[config.mk]
export PLATFORM = sky130hd
export DESIGN_NAME = icache_tag_array
export DESIGN_NICKNAME = d
export VERILOG_FILES = /design/src/rtl/icache_geom_pkg.sv /design/src/rtl/icache_tag_array.sv
export SDC_FILE = /design/constraint.sdc
export NUM_CORES = 2
export LEC_CHECK = 0
export ABC_AREA = 1
export BUFFER_PORTS_ARGS = -buffer_cell sky130_fd_sc_hd__buf_4
export CAP_MARGIN = 20
export CORE_UTILIZATION = 25
export CTS_BUF_LIST = sky130_fd_sc_hd__clkbuf_16
export DETAILED_ROUTE_END_ITERATION = 10
export GPL_TIMING_DRIVEN = 1
export MAX_ROUTING_LAYER = met4
export SLEW_MARGIN = 20
export SYNTH_ARGS = -nofsm -noshare
export SYNTH_HDL_FRONTEND = slang
export SYNTH_SLANG_ARGS = --single-unit
[constraint.sdc]
create_clock -name clk -period 5.2 [get_ports clk]
set_clock_uncertainty 0.1 [all_clocks]
set_input_delay 1.04 -clock clk [delete_from_list [all_inputs] [get_ports clk]]
set_output_delay 1.04 -clock clk [all_outputs]
set_load 0.05 [all_outputs]
[src/rtl/icache_geom_pkg.sv]
package icache_geom_pkg;

  // fetch address width, byte addressed
  parameter int ADDR_W = 32;

  // 64 byte line
  parameter int OFFSET_W = 6;

  // 128 lines, direct mapped
  parameter int INDEX_W = 7;

  // whatever is left above index and offset
  parameter int TAG_W = ADDR_W - INDEX_W - OFFSET_W;

  // word within a line
  parameter int WORD_SEL_W = 4;

  parameter int NUM_LINES = 1 << INDEX_W;
  parameter int WORDS_PER_LINE = 1 << WORD_SEL_W;

  // len field for a full line refill, 15 means 16 beats
  parameter int BURST_LEN_LINE = WORDS_PER_LINE - 1;

  // split view of a fetch address
  // byte offset stays 2 bits, the core only sends word aligned fetches
  typedef struct packed {
    logic [TAG_W-1:0]      tag;
    logic [INDEX_W-1:0]    index;
    logic [WORD_SEL_W-1:0] word_sel;
    logic [1:0]            byte_off;
  } fetch_addr_fields_t;

  // same word seen flat or split
  // flat side feeds the memory request and the region check,
  // field side feeds the tag and data lookups
  typedef union packed {
    logic [ADDR_W-1:0]  flat;
    fetch_addr_fields_t fields;
  } fetch_addr_t;

endpackage
[src/rtl/icache_tag_array.sv]
`timescale 1ns/1ps

module icache_tag_array (
  input  logic                        clk,
  input  logic                        rst,
  input  icache_geom_pkg::fetch_addr_t lookup_addr_i,
  input  logic                        fill_done_i,
  output logic                        hit_o
);

  localparam int NL = icache_geom_pkg::NUM_LINES;
  localparam int TW = icache_geom_pkg::TAG_W;
  localparam int IW = icache_geom_pkg::INDEX_W;

  // one valid bit per line
  logic [NL-1:0] valid_q;
  // stored tags, only meaningful where valid is set
  logic [TW-1:0] tag_q [NL];

  logic [IW-1:0] idx;
  logic [TW-1:0] tag;

  // lookup fields from the captured address
  assign idx = lookup_addr_i.fields.index;
  assign tag = lookup_addr_i.fields.tag;

  // valid bits come up cleared
  always_ff @(posedge clk) begin
    if (rst) begin
      valid_q <= '0;
    end else if (fill_done_i) begin
      valid_q[idx] <= 1'b1;
    end
  end

  // tag lands on the last refill beat
  always_ff @(posedge clk) begin
    if (fill_done_i) begin
      tag_q[idx] <= tag;
    end
  end

  // combinational compare against the current entry
  assign hit_o = valid_q[idx] && (tag_q[idx] == tag);

endmodule

==> impl_metrics.json <==
{
  "cts-root-buf": "clkbuf_16",
  "rrSetupSlack_ps": 4480,
  "rr_worst_depth": 2,
  "swShare_pct": 22.9,
  "vias": 73800,
  "path_cells": "buf_8, inv_8, nor2_4, buf_12, buf_12, nand3_1, nand4_1, o21ai_0, buf_4, nand2_1, nor2_1, nor2_1, nor2_2, nand3_1, nand3_1, nor2_1, nand2_1, nor2_1, buf_4, buf_8",
  "finalWorstSetupSlack_ps": 64.4,
  "synth.most_common_cell": "nand2_1",
  "hold_depth": 2,
  "grt_pass1_wl_um": 461000,
  "routed_wirelength_um": 321000,
  "rsz0062_at_grt": "yes",
  "insertion_delay_ps": 900,
  "grt_pass1_vias": 68400,
  "max_freq_mhz": 195,
  "grt_max_degree": 74,
  "yosysTopAreaCellShare_pct": 67.9,
  "power_density_nw_per_um2": 346,
  "path_buf_inv": 7,
  "cts_tree": "yes",
  "yosys-top-cells-area": "edfxtp_1 (68%), nand2_1 (14%), nor2_1 (3.1%), nand3_1 (3.1%), inv_1 (2.8%)",
  "synth_edf_count": 2432,
  "numCtsBuffers": 286,
  "synth_top_flop_cell": "edfxtp_1",
  "hold_start": "rst",
  "combinationalPowerShare_pct": 6.9,
  "pre_cts_slack_ps": -177,
  "hold_violations": 0,
  "ys_ff_latch": 2560,
  "synth_seq_area_share_pct": 70.3,
  "hold_buffers": 0,
  "drtIter0Drc": 8367,
  "overflow": 0,
  "maxCapViolCount": 0,
  "timing.rr.end": "valid_q[67]",
  "final_antenna_net_count": 0,
  "synthCells": 10300,
  "ir_drop_mv": 0.255,
  "whs_ps": 360,
  "min_path_type": "input port to flop",
  "viasPerCell": 4.43,
  "r2r_start": "valid_q[67]",
  "slew_violations": 0,
  "slowest_delay_ps": 260,
  "syn_area_um2": 108000,
  "worst_setup_path_start_kind": "input port",
  "grt.total_usage_pct": 14.6,
  "synth_commonest_cells": "nand2_1 (4093), edfxtp_1 (2432), nor2_1 (895)",
  "cp_max_fo": 31,
  "ys_async_sr_fraction_pct": 0,
  "power.internal_mw": 34.3,
  "cts_htree_levels": 5,
  "fp.dieH_um": 658,
  "critPathCaptureType": "primary output",
  "cpMostUsedCell": "nor2_1",
  "fin_crit_sh_pct": 98.8,
  "p_clk_share_pct": 42.1,
  "io_buffers": 29,
  "maxSlewHeadroom_pct": 32.0,
  "cp_data_required_time_ps": 4060,
  "cp_top_family": "simple AND/OR/NAND/NOR gates",
  "yosysTopAreaCell": "edfxtp_1",
  "crit_type": "input port to primary output",
  "min_to": "valid_q[47]",
  "clk_path_buf_depth": 4,
  "crit_slowest_cell": "nor2_4",
  "yosys.cell_types.count": 27,
  "rows": 240,
  "worst_pin_slew_ps": 1020,
  "p_leak_nw": 51.1,
  "outcome": "complete, no violations",
  "tns_ps": 0,
  "drive_gt1_share_pct": 12.6,
  "avgRoutedWirePerCell_um": 19.3,
  "dr.pass1.iters": 6,
  "syn_nets": 10300,
  "antenna_found_initial": 20,
  "p_seq_share_pct": 51.0,
  "syn_to_final_growth_pct": 19.3,
  "boundaryPins": 36,
  "p_sw_mw": 10.2,
  "fin_crit_ps": 5140,
  "finalNetCount": 10800,
  "final-setup-viol-count": 0,
  "die_width_um": 658,
  "final_core_util_pct": 30.0,
  "post-dp-hpwl_um": 191000,
  "drc": 0,
  "design.core.area_um2": 428000,
  "place_congestion": 0.891,
  "clkTransAtPathRegs_ps": 60,
  "num-fill-cells": 43300,
  "start_util_pct": 25.1,
  "yosys_warnings": 0,
  "die_area_um2": 433000,
  "cp.arrival_ps": 4000,
  "clock_sinks": 2560,
  "p_total_mw": 44.4,
  "syn_area_per_cell_um2": 10.5
}
==> sequential cells by signal, indices dropped and copies added, names as in the netlist <==
register  cells
valid_q     128
tag_q      2432
==> stage by stage <==
step	cells	cell area [µm²]
detailed placement	16100	119000
global route	16600	128000
global placement	16100	119000
CTS	16600	128000
finish	16600	128000
floorplan	10300	108000
==> repair_timing <==
action                                  CTS  global route
setup buffers                             4            13
gates cloned                              1             9
pin swaps                                 1             8
endpoints found under the setup margin    1             1
resized for setup                        19            86
==> metal layers <==
layer	vias up	GRT usage, %	wire length (µm)
li1	34600	-	-
met2	2890	22.9	147000
met1	35700	19.4	136000
met5	-	-	0
met4	0	5.08	11100
met3	525	2.21	26400
==> worst max path at each step <==
stage / startpoint / endpoint / slack (ps) / cells after the start
2_1_floorplan: lookup_addr_i[6] / hit_o / 680 / 20
3_3_place_gp: lookup_addr_i[6] / hit_o / -240 / 21
3_5_place_dp: lookup_addr_i[6] / hit_o / -180 / 21
4_1_cts: lookup_addr_i[6] / hit_o / 5 / 25
5_1_grt: lookup_addr_i[7] / hit_o / -30 / 20
6_report: lookup_addr_i[7] / hit_o / 60 / 20
==> worst register-to-register path, delay by kind of cell, from the launching register on <==
family / cells / cell delay, ps
and+or+nand+nor: 2 / 160
DFF: 1 / 310
==> final cells by class <==
cell class	instances	area, µm²	share of cell area (%)
antenna	8	20.0	0.0156
clock buffer	293	7330	5.72
clock inverter	197	1180	0.921
inverter	805	3070	2.39
multi-input combinational	6366	26600	20.8
sequential	2560	75600	58.9
tap	5687	7120	5.55
timing repair buffer	731	7320	5.71
timing repair inverter	1	16.3	0.0127
==> cell families (layout without fill, tap and decap cells) <==
logic type / after synthesis / in the layout / synth area share, %
AO/OA/AOI/OAI: 488 / 488 / 2.43
other: 0 / 8 / 0
AND/OR/NAND/NOR: 5878 / 5878 / 21.8
flip-flops: 2560 / 2560 / 70.3
buffers and inverters: 1339 / 2027 / 5.46
==> placed cells by master (no fill, tap or decap), types with 9 or more instances in the layout <==
master	n
or2_2	80
o21ai_0	162
nor2_2	176
bufinv_16	12
nand3_1	663
or2_0	9
buf_16	10
clkinv_1	67
edfxtp_1	2432
or2_1	57
a21oi_1	130
inv_1	860
dfxtp_1	128
o21ai_1	123
buf_4	578
nand2_1	4079
o211ai_1	61
buf_12	110
nand2_2	13
clkinv_2	43
clkbuf_16	302
nand3b_1	11
nand4_1	64
buf_6	22
nor2_1	715
==> power groups by stage <==
stage	clock [mW]	combinational, mW	sequential, mW
after global routing	19.7	3.28	22.6
after CTS	19.0	2.96	22.6
final	18.7	3.06	22.6
after detailed placement	0	2.94	23.1
after global placement	0	2.93	23.1
after floorplan	0	1.37	23.1
No activity file was read; power rests on OpenSTA's default activity.
