File: src/rtl/icache_geom_pkg.sv
package icache_geom_pkg;

  // fetch address width, byte addressed
  parameter int ADDR_W = 32;

  // 64 byte line
  parameter int OFFSET_W = 6;

  // 128 lines, direct mapped
  parameter int INDEX_W = 7;

  // whatever is left above index and offset
  parameter int TAG_W = ADDR_W - INDEX_W - OFFSET_W;

  // word within a line
  parameter int WORD_SEL_W = 4;

  parameter int NUM_LINES = 1 << INDEX_W;
  parameter int WORDS_PER_LINE = 1 << WORD_SEL_W;

  // len field for a full line refill, 15 means 16 beats
  parameter int BURST_LEN_LINE = WORDS_PER_LINE - 1;

  // split view of a fetch address
  // byte offset stays 2 bits, the core only sends word aligned fetches
  typedef struct packed {
    logic [TAG_W-1:0]      tag;
    logic [INDEX_W-1:0]    index;
    logic [WORD_SEL_W-1:0] word_sel;
    logic [1:0]            byte_off;
  } fetch_addr_fields_t;

  // same word seen flat or split
  // flat side feeds the memory request and the region check,
  // field side feeds the tag and data lookups
  typedef union packed {
    logic [ADDR_W-1:0]  flat;
    fetch_addr_fields_t fields;
  } fetch_addr_t;

endpackage
File: src/rtl/icache_bus_pkg.sv
package icache_bus_pkg;

  // one beat on either side is a 32-bit word
  parameter int DATA_W = 32;

  // burst length field, beats minus one
  parameter int LEN_W = 8;

  // request to memory
  // addr and len hold steady while valid is high
  typedef struct packed {
    logic                              valid;
    logic [icache_geom_pkg::ADDR_W-1:0] addr;
    logic [LEN_W-1:0]                  len;
  } mem_req_t;

  // one beat back from memory, ready strobes the beat
  typedef struct packed {
    logic              ready;
    logic [DATA_W-1:0] data;
  } mem_resp_t;

  // word back to the core, valid is a single cycle pulse
  typedef struct packed {
    logic              valid;
    logic [DATA_W-1:0] data;
  } fetch_resp_t;

endpackage

File: src/rtl/icache_ctrl.sv
`timescale 1ns/1ps

module icache_ctrl #(
  parameter logic [3:0] UNCACHED_REGION = 4'hA
) (
  input  logic                                  clk,
  input  logic                                  rst,
  input  icache_geom_pkg::fetch_addr_t           preif_raddr_i,
  input  logic                                  preif_raddr_valid_i,
  input  logic                                  hit_i,
  input  logic [icache_bus_pkg::DATA_W-1:0]      line_word_i,
  output icache_geom_pkg::fetch_addr_t           lookup_addr_o,
  output logic                                  fill_done_o,
  output logic                                  beat_we_o,
  output logic [icache_geom_pkg::WORD_SEL_W-1:0] beat_sel_o,
  output logic [icache_bus_pkg::DATA_W-1:0]      beat_data_o,
  output icache_bus_pkg::fetch_resp_t            if_resp_o,
  output icache_bus_pkg::mem_req_t               mem_req_o,
  input  icache_bus_pkg::mem_resp_t              mem_resp_i
);

  localparam int AW = icache_geom_pkg::ADDR_W;
  localparam int OW = icache_geom_pkg::OFFSET_W;
  localparam int WSW = icache_geom_pkg::WORD_SEL_W;
  localparam int DW = icache_bus_pkg::DATA_W;
  localparam int LW = icache_bus_pkg::LEN_W;

  typedef enum logic [2:0] {
    ST_RESET,
    ST_IDLE,
    ST_LOOKUP,
    ST_REFILL,
    ST_UNC,
    ST_UNC_RESP
  } state_t;

  state_t state_q;

  // capture stage
  icache_geom_pkg::fetch_addr_t addr_q;

  // outstanding memory request
  logic          req_valid_q;
  logic [AW-1:0] req_addr_q;
  logic [LW-1:0] req_len_q;

  // beats taken so far in the current burst
  logic [LW-1:0] beat_cnt_q;

  // word held for an uncached response
  logic [DW-1:0] unc_data_q;

  logic          is_uncached;
  logic          lookup_hit;
  logic          resp_fire;
  logic          take_addr;
  logic          beat_fire;
  logic          last_beat;
  logic [AW-1:0] line_addr;

  // region check on the top nibble takes priority over the tag result
  assign is_uncached = (addr_q.flat[AW-1 -: 4] == UNCACHED_REGION);
  assign lookup_hit = (state_q == ST_LOOKUP) && !is_uncached && hit_i;

  // resolve stage sends a response from lookup or after the bypass beat
  assign resp_fire = lookup_hit || (state_q == ST_UNC_RESP);

  // ready for a new address in idle or in any response cycle
  assign take_addr = preif_raddr_valid_i && ((state_q == ST_IDLE) || resp_fire);

  assign beat_fire = req_valid_q && mem_resp_i.ready;
  assign last_beat = (beat_cnt_q == req_len_q);

  // refill starts at the line base
  assign line_addr = {addr_q.flat[AW-1:OW], {OW{1'b0}}};

  always_ff @(posedge clk) begin
    if (rst) begin
      state_q     <= ST_RESET;
      req_valid_q <= 1'b0;
      beat_cnt_q  <= '0;
    end else begin
      case (state_q)
        // one quiet cycle out of reset
        ST_RESET: begin
          state_q <= ST_IDLE;
        end
        ST_IDLE: begin
          if (preif_raddr_valid_i) begin
            state_q <= ST_LOOKUP;
          end
        end
        ST_LOOKUP: begin
          if (is_uncached) begin
            // single beat bypass that is never allocated
            req_valid_q <= 1'b1;
            state_q     <= ST_UNC;
          end else if (hit_i) begin
            // stay put when the next fetch is already there
            if (!preif_raddr_valid_i) begin
              state_q <= ST_IDLE;
            end
          end else begin
            req_valid_q <= 1'b1;
            beat_cnt_q  <= '0;
            state_q     <= ST_REFILL;
          end
        end
        ST_REFILL: begin
          if (beat_fire) begin
            beat_cnt_q <= beat_cnt_q + 1'b1;
            // tag is written on this edge and lookup then hits
            if (last_beat) begin
              req_valid_q <= 1'b0;
              state_q     <= ST_LOOKUP;
            end
          end
        end
        ST_UNC: begin
          if (beat_fire) begin
            req_valid_q <= 1'b0;
            state_q     <= ST_UNC_RESP;
          end
        end
        ST_UNC_RESP: begin
          state_q <= preif_raddr_valid_i ? ST_LOOKUP : ST_IDLE;
        end
        default: begin
          state_q <= ST_IDLE;
        end
      endcase
    end
  end

  // address capture and request payload
  always_ff @(posedge clk) begin
    if (take_addr) begin
      addr_q <= preif_raddr_i;
    end
    // request fields latch as the request is raised
    if ((state_q == ST_LOOKUP) && !lookup_hit) begin
      if (is_uncached) begin
        req_addr_q <= addr_q.flat;
        req_len_q  <= '0;
      end else begin
        req_addr_q <= line_addr;
        req_len_q  <= LW'(icache_geom_pkg::BURST_LEN_LINE);
      end
    end
    if ((state_q == ST_UNC) && beat_fire) begin
      unc_data_q <= mem_resp_i.data;
    end
  end

  // lookup stage reads both arrays from the captured address
  assign lookup_addr_o = addr_q;

  // refill write port
  assign beat_we_o   = (state_q == ST_REFILL) && beat_fire;
  assign beat_sel_o  = beat_cnt_q[WSW-1:0];
  assign beat_data_o = mem_resp_i.data;
  assign fill_done_o = beat_we_o && last_beat;

  // response mux picks the bypass word or the array word
  assign if_resp_o.valid = resp_fire;
  assign if_resp_o.data  = (state_q == ST_UNC_RESP) ? unc_data_q : line_word_i;

  assign mem_req_o.valid = req_valid_q;
  assign mem_req_o.addr  = req_addr_q;
  assign mem_req_o.len   = req_len_q;

endmodule

File: config.mk
export PLATFORM = sky130hd
export DESIGN_NAME = icache_ctrl
export DESIGN_NICKNAME = d
export VERILOG_FILES = /design/src/rtl/icache_geom_pkg.sv /design/src/rtl/icache_bus_pkg.sv /design/src/rtl/icache_ctrl.sv
export SDC_FILE = /design/constraint.sdc
export NUM_CORES = 1
export LEC_CHECK = 0
export BUFFER_PORTS_ARGS = -buffer_cell sky130_fd_sc_hd__buf_2
export CELL_PAD_IN_SITES_DETAIL_PLACEMENT = 1
export CELL_PAD_IN_SITES_GLOBAL_PLACEMENT = 2
export CORE_MARGIN = 2
export CORE_UTILIZATION = 30
export DETAILED_ROUTE_END_ITERATION = 8
export PLACE_DENSITY_LB_ADDON = 0.1
export SETUP_SLACK_MARGIN = 0.3
export SYNTH_ARGS = -nofsm -noshare
export SYNTH_HDL_FRONTEND = slang
export SYNTH_SLANG_ARGS = --single-unit
File: constraint.sdc
create_clock -name clk -period 7.5 [get_ports clk]
set_input_delay 0.375 -clock clk [delete_from_list [all_inputs] [get_ports clk]]
set_output_delay 0.375 -clock clk [all_outputs]
set_load 0.01 [all_outputs]
==> impl_metrics.toml, run 1 <==
[sta]
holdWs_ns = 0.188
rsz0062_at_grt = "false"
tightest_slew_ns = 1.18
period_minus_slack_ns = 2.76
timing.final.crit_share = 0.368
setup_viol = 0
tns_ns = 0
finalHoldViolCount = 0
drv_slew = 0
slew_headroom = 0.209
max_freq_mhz = 362
skew_ns = 0.0104

[clock_tree]
clk_pin_slew_ns = 0.08
clock-sinks = 109
cts_buffers = 9
clock_tree.root_cell = "clkbuf_16"
cts_setup_buffers = 0
h-tree-depth = 3
post_cts_resized = 0
clkLatencyLatePin_ns = 0.36
clk_path_buf_depth = 2
ctsHoldBuffers = 0
cts_tree = "done"

[setup_path]
critPathLaunchType = "flip-flop"
worstPathCellList = "nand2b_1 -> or2_1 -> buf_4 -> mux2_2 -> buf_2"
r2r_slack_ns = 5.25
r2r-end = "req_addr_q[10]"
arrival_ns = 2.39
worstRegToRegCells = 2
slowest_stage = "dfxtp_1"
required_ns = 7.12
cp-end-kind = "output pin"
critPathKind = "reg2out"
crit_path_max_fanout = 24
timing.rr.start = "state_q[1]"
cpPeakStageDelay_ns = 0.47

[yosys]
yosys_most_used_dff = "edfxtp_1"
ys_seq_area_frac = 0.701
synthArstFlopShare = 0
synth_cell_type_count = 49
synthCells = 284
synth-warning-count = 0
ys_ff_latch = 109
synth_edf_count = 97
syn_avg_cell_area_um2 = 15.8
syn_area_um2 = 4500

[finish]
area_delta_synth_final_pct = 30.2
fillers = 1572
drive_gt1_frac = 0.624
fin_nets = 589
n_antenna_cell = 0
multi_input_area_um2 = 943
utilization = 0.401
layout.cells.non_filler = 676
ff_latch_area_um2 = 3150

[min_path]
hold_end = "lookup_addr_o[14]"
holdPathStages = 1
hp-start = "preif_raddr_i[14]"
min_path_type = "in2reg"

[detailed_routing]
routed_wl_um = 12200
first_pass_iters = 4
detail_route.drc_violations = 0
ant_nets = 0
first_iter_violations = 108
viasPerCell = 4.46
wl_per_cell_um = 18.0
vias = 3013

[power]
pwr-share-clk = 0.313
swShare = 0.284
switchingPower_w = 0.000427
p_comb_frac = 0.170
seq_power_share = 0.517
p_per_area_nw_per_um2 = 256
internal_power_w = 0.00107
p_leak_nw = 2.42
ir_drop_uv = 143

[placement]
place_congestion = 0.794
port_buffers = 240
dpl.hpwl_um = 9420
dp_cells = 660

[floorplan]
num_rows = 44
die-area_um2 = 16000
die_y_um = 126
io_pins = 245
initial_core_util = 0.308
fp.dieW_um = 126
coreArea_um2 = 14600

[global_route]
grt_usage = 0.151
gr-total-overflow = 0
grt_pass1_wl_um = 18100
grt_antenna_before_repair = 0
grt_pass1_vias = 3180
grt_max_degree = 35

[flow_run]
maxCapViolCount = 0

[status]
status = "completed"
-- layout by cell type, fill, tap and decap left out, types with 2 or more instances in the layout --
cell type / netlist / layout
mux2_2: 30 / 30
mux2_1: 2 / 2
or3_1: 2 / 2
buf_4: 46 / 2
and2_2: 6 / 6
nor2_1: 7 / 6
dfxtp_1: 12 / 12
or3_2: 2 / 2
inv_6: 1 / 2
a31oi_1: 4 / 4
nand4_1: 2 / 2
nor3_1: 4 / 3
edfxtp_1: 97 / 97
buf_2: 1 / 240
nand2_1: 7 / 7
a21oi_1: 6 / 6
nand3_1: 5 / 5
and2_1: 2 / 2
inv_8: 0 / 2
conb_1: 1 / 4
inv_1: 2 / 2
clkbuf_16: 0 / 9
nand2b_1: 5 / 5
o21ai_0: 7 / 7
nor4_1: 2 / 2
clkinv_4: 0 / 2
-- metal layers --
| metal | vias to the layer above | global-route usage | part of all wire |
|---|---|---|---|
| met3 | 21 | 0.0650 | 0.11 |
| met4 | 0 | 0.0672 | 0.030 |
| li1 | 1422 | - | - |
| met1 | 1397 | 0.168 | 0.37 |
| met5 | - | 0 | 0 |
| met2 | 173 | 0.251 | 0.49 |
-- critical path: cells and delay by family (launching register included) --
family | cells | cell delay, ns
buffers and inverters | 2 | 0.53
and+or+nand+nor | 2 | 0.64
DFF | 1 | 0.47
muxes | 1 | 0.37
-- layout make-up --
cell class	count	share of cell area
multi-input cells	121	0.161
clock inverters	7	0.0117
repair buffers	242	0.208
flip-flops and latches	109	0.538
well taps	184	0.0393
clock buffers	9	0.0385
inverters	4	0.00342
-- flip-flops by register name, summed over array words and instances, names as in the netlist --
signal         cells
unc_data_q        32
req_len_q          1
beat_cnt_q         8
lookup_addr_o     32
state_q            3
req_valid_q        1
req_addr_q        32
-- power by group through the flow --
stage                     Sequential, W  Clock [W]  Combinational (W)
final                          0.000776   0.000470           0.000255
after CTS                      0.000777   0.000487           0.000263
after floorplan                0.000810          0           0.000128
after global placement         0.000787          0           0.000262
after global routing           0.000787   0.000508           0.000282
after detailed placement       0.000791          0           0.000262
-- cells by family after synthesis --
group / synth area share
mux: 0.0823
other cells: 0.000833
buf+inv: 0.0973
simple gates: 0.0754
fa+ha+maj: 0.00278
compound gates: 0.0406
flops: 0.701
-- stage by stage --
| step | total power, W | setup WS (ns) | cell area, um2 |
|---|---|---|---|
| after floorplan | 0.000937 | 3.62 | 4510 |
| after CTS | 0.00153 | 4.66 | 5860 |
| after detailed placement | 0.00105 | 5.05 | 5560 |
| after global placement | 0.00105 | 5.15 | 5560 |
| after global routing | 0.00158 | 4.51 | 5860 |
| final | 0.00150 | 4.74 | 5860 |
-- cells in the mapped netlist, types with 4 or more instances --
library cell  instances  area [um2]
nor3_1                4        20.0
edfxtp_1             97        2910
dfxtp_1              12         240
o21ai_0               7        35.0
nand2b_1              5        31.3
nor2_1                7        26.3
a21oi_1               6        30.0
and2_2                6        45.0
a31oi_1               4        25.0
buf_4                46         345
nand2_1               7        26.3
mux2_2               30         338
nand3_1               5        25.0
buf_6                 6        67.6
-- how the worst max path moves through the flow --
stage	from	to	slack [ns]	cells after the start
after floorplan	lookup_addr_o[30]	req_addr_q[0]	3.62	3
after global placement	state_q[1]	if_resp_o[6]	5.15	5
after detailed placement	state_q[1]	if_resp_o[7]	5.05	5
after CTS	state_q[1]	if_resp_o[7]	4.66	5
after global routing	state_q[1]	if_resp_o[27]	4.51	5
final	state_q[1]	if_resp_o[13]	4.74	5
(Power assumes the default switching activity.)
==> inputs of run 2 (changes only) <==
- ABC_AREA: not set -> 1
- CORE_UTILIZATION: 30 -> 26
- clock period: 7.5 -> 2.8 ns (I/O delays scaled with it)
==> run 2 against run 1 <==
Net effect:
- count of clock-buffer cells in the layout is the same
- first-iteration DRC count grew 43%
- largest power group unchanged
- critical path depth grew 3
- utilization shrank 0.58 points
- combinational power grew 97%
- design area grew 13%
- total power grew to 2.5 times the previous value
- global-route usage shrank 1.0 points
- largest cell class unchanged
==> impl_metrics.toml, run 2 <==
[clock_tree]
clk_pin_slew_ns = 0.08
clock-sinks = 109
h-tree-depth = 3
clkLatencyLatePin_ns = 0.36
clk_path_buf_depth = 2
clock_tree.root_cell = "clkbuf_16"
post_cts_resized = 0
cts_tree = "done"
cts_buffers = 9

[status]
status = "completed"

[setup_path]
cp-end-kind = "flip-flop"
crit_path_max_fanout = 32
arrival_ns = 2.12
required_ns = 2.81
critPathKind = "reg2reg"
critPathLaunchType = "flip-flop"

[sta]
drv_slew = 0
timing.final.crit_share = 0.750
tns_ns = 0
setup_ws_ns = 0.699
setup_viol = 0
period_minus_slack_ns = 2.10
finalHoldViolCount = 0
rsz0062_at_grt = "false"
skew_ns = 0.00743
max_freq_mhz = 476

[detailed_routing]
routed_wl_um = 12900
first_pass_iters = 4
first_iter_violations = 154
ant_nets = 0
vias = 3549
detail_route.drc_violations = 0
wl_per_cell_um = 14.6
viasPerCell = 4.03

[finish]
drive_gt1_frac = 0.414
final_common_cell = "buf_2"
fin_nets = 757
layout_common_cells = "buf_2, nand2_1, edfxtp_1"
area_delta_synth_final_pct = 47.9

[yosys]
synthArstFlopShare = 0
yosys_most_used_dff = "edfxtp_1"
ys_seq_area_frac = 0.706
synth_mux_area_frac = 0
ys_ff_latch = 109
synth.most_common_cell = "nand2_1"
synth-xor-area-share = 0
synthAdderAreaFrac = 0.00280
yosys.area_share.simple = 0.157
synth_top_area_frac = 0.652
synth_top_family_by_area = "simple AND/OR/NAND/NOR gates"
synth_commonest_cells = "nand2_1, edfxtp_1, buf_4"
syn_area_um2 = 4470
synthCells = 383
synth_compound_area_frac = 0.0269
synth_area_leader_cell = "edfxtp_1"
synthTopCellsByArea = "edfxtp_1, nand2_1, buf_4, dfxtp_1, nor2_1"
synth-warning-count = 0
synth_cell_type_count = 24
syn_avg_cell_area_um2 = 11.7
synth_edf_count = 97

[floorplan]
die-area_um2 = 18200
fp.dieW_um = 135
die_y_um = 135
coreArea_um2 = 16700
num_rows = 47
io_pins = 245
initial_core_util = 0.268

[power]
p_per_area_nw_per_um2 = 569
ir_drop_uv = 355
power_w = 0.00376
p_leak_nw = 2.97

[global_route]
grt_pass1_wl_um = 19300
grt_antenna_before_repair = 0
grt_usage = 0.140
grt_max_degree = 34
gr-total-overflow = 0
grt_pass1_vias = 3646

[placement]
place_ws_ns = 0.653
dpl.hpwl_um = 9180
place_congestion = 0.699
port_buffers = 240

[min_path]
min_path_type = "in2reg"

[flow_run]
maxCapViolCount = 0
-- run 2: cell count changes in the layout (fill, tap and decap cells not counted), moves of 3 or more --
cell,before,now
nand2_1,7,123
dlygate4sd3_1,0,65
mux2_2,30,0
inv_1,2,26
nor2_1,6,26
and2_2,6,0
nand2b_1,5,0
a21oi_1,6,10
a31oi_1,4,0
buf_4,2,5
-- run 2: cell type report --
cell class	count	area, um2
inverter	28	105
clock buffer	9	225
clock inverter	7	90.1
multi-input combinational	197	867
tap	220	275
sequential	109	3150
timing repair buffer	310	1890
fill	1929	10100
antenna	1	2.50
-- run 2: through the flow --
step | instance area [um2] | util | instances | hold WS [ns]
3_5_place_dp | 5640 | 0.338 | 799 | 0.318
5_1_grt | 6610 | 0.395 | 880 | 0.161
3_3_place_gp | 5640 | 0.338 | 799 | 0.316
4_1_cts | 6610 | 0.395 | 880 | 0.146
2_1_floorplan | 4490 | - | 386 | 0.209
6_report | 6610 | 0.396 | 881 | 0.161
-- run 2: power breakdown --
group / switching (W) / leakage, nW / internal, W / total (W)
logic: 0.000274 / 1.83 / 0.000229 / 0.000502
registers: 0.0000345 / 0.985 / 0.00187 / 0.00190
clock network: 0.000635 / 0.155 / 0.000718 / 0.00135
total: 0.000944 / 2.97 / 0.00282 / 0.00376
-- run 2: final timing paths --
path	startpoint	end	slack (ns)	cells after the start
setup / recovery	lookup_addr_o[31]	lookup_addr_o[29]	0.70	8
hold / removal	preif_raddr_valid_i	state_q[0]	0.16	3
setup reg to reg	lookup_addr_o[31]	lookup_addr_o[29]	0.70	8
hold reg to reg	lookup_addr_o[16]	req_addr_q[16]	0.45	0
-- run 2: what timing repair did --
| action | in CTS | in global routing |
|---|---|---|
| hold buffers | 65 | 0 |
| buffers inserted | 0 | 0 |
| endpoints found under the hold margin | 66 | 0 |
-- run 2: kinds of logic (layout without fill, tap and decap cells) --
group           after synthesis  after routing
flops                       109            109
fa+ha+maj                     1              1
compound gates               22             22
other cells                   1              5
buf+inv                      80            354
simple gates                170            170
-- run 2: critical path, cell delays in order (launching register included) --
cell	delay (ns)
edfxtp_1	0.41
nand2_1	0.09
inv_1	0.05
nand2_1	0.36
nand3_1	0.21
nand2_1	0.12
o21ai_0	0.08
inv_1	0.06
buf_4	0.37
-- run 2: layer usage --
metal / share of wire / global-route usage / up-vias
li1: - / - / 1757
met1: 0.37 / 0.149 / 1647
met2: 0.52 / 0.242 / 129
met3: 0.093 / 0.0672 / 16
met4: 0.021 / 0.0538 / 0
met5: 0 / 0 / -
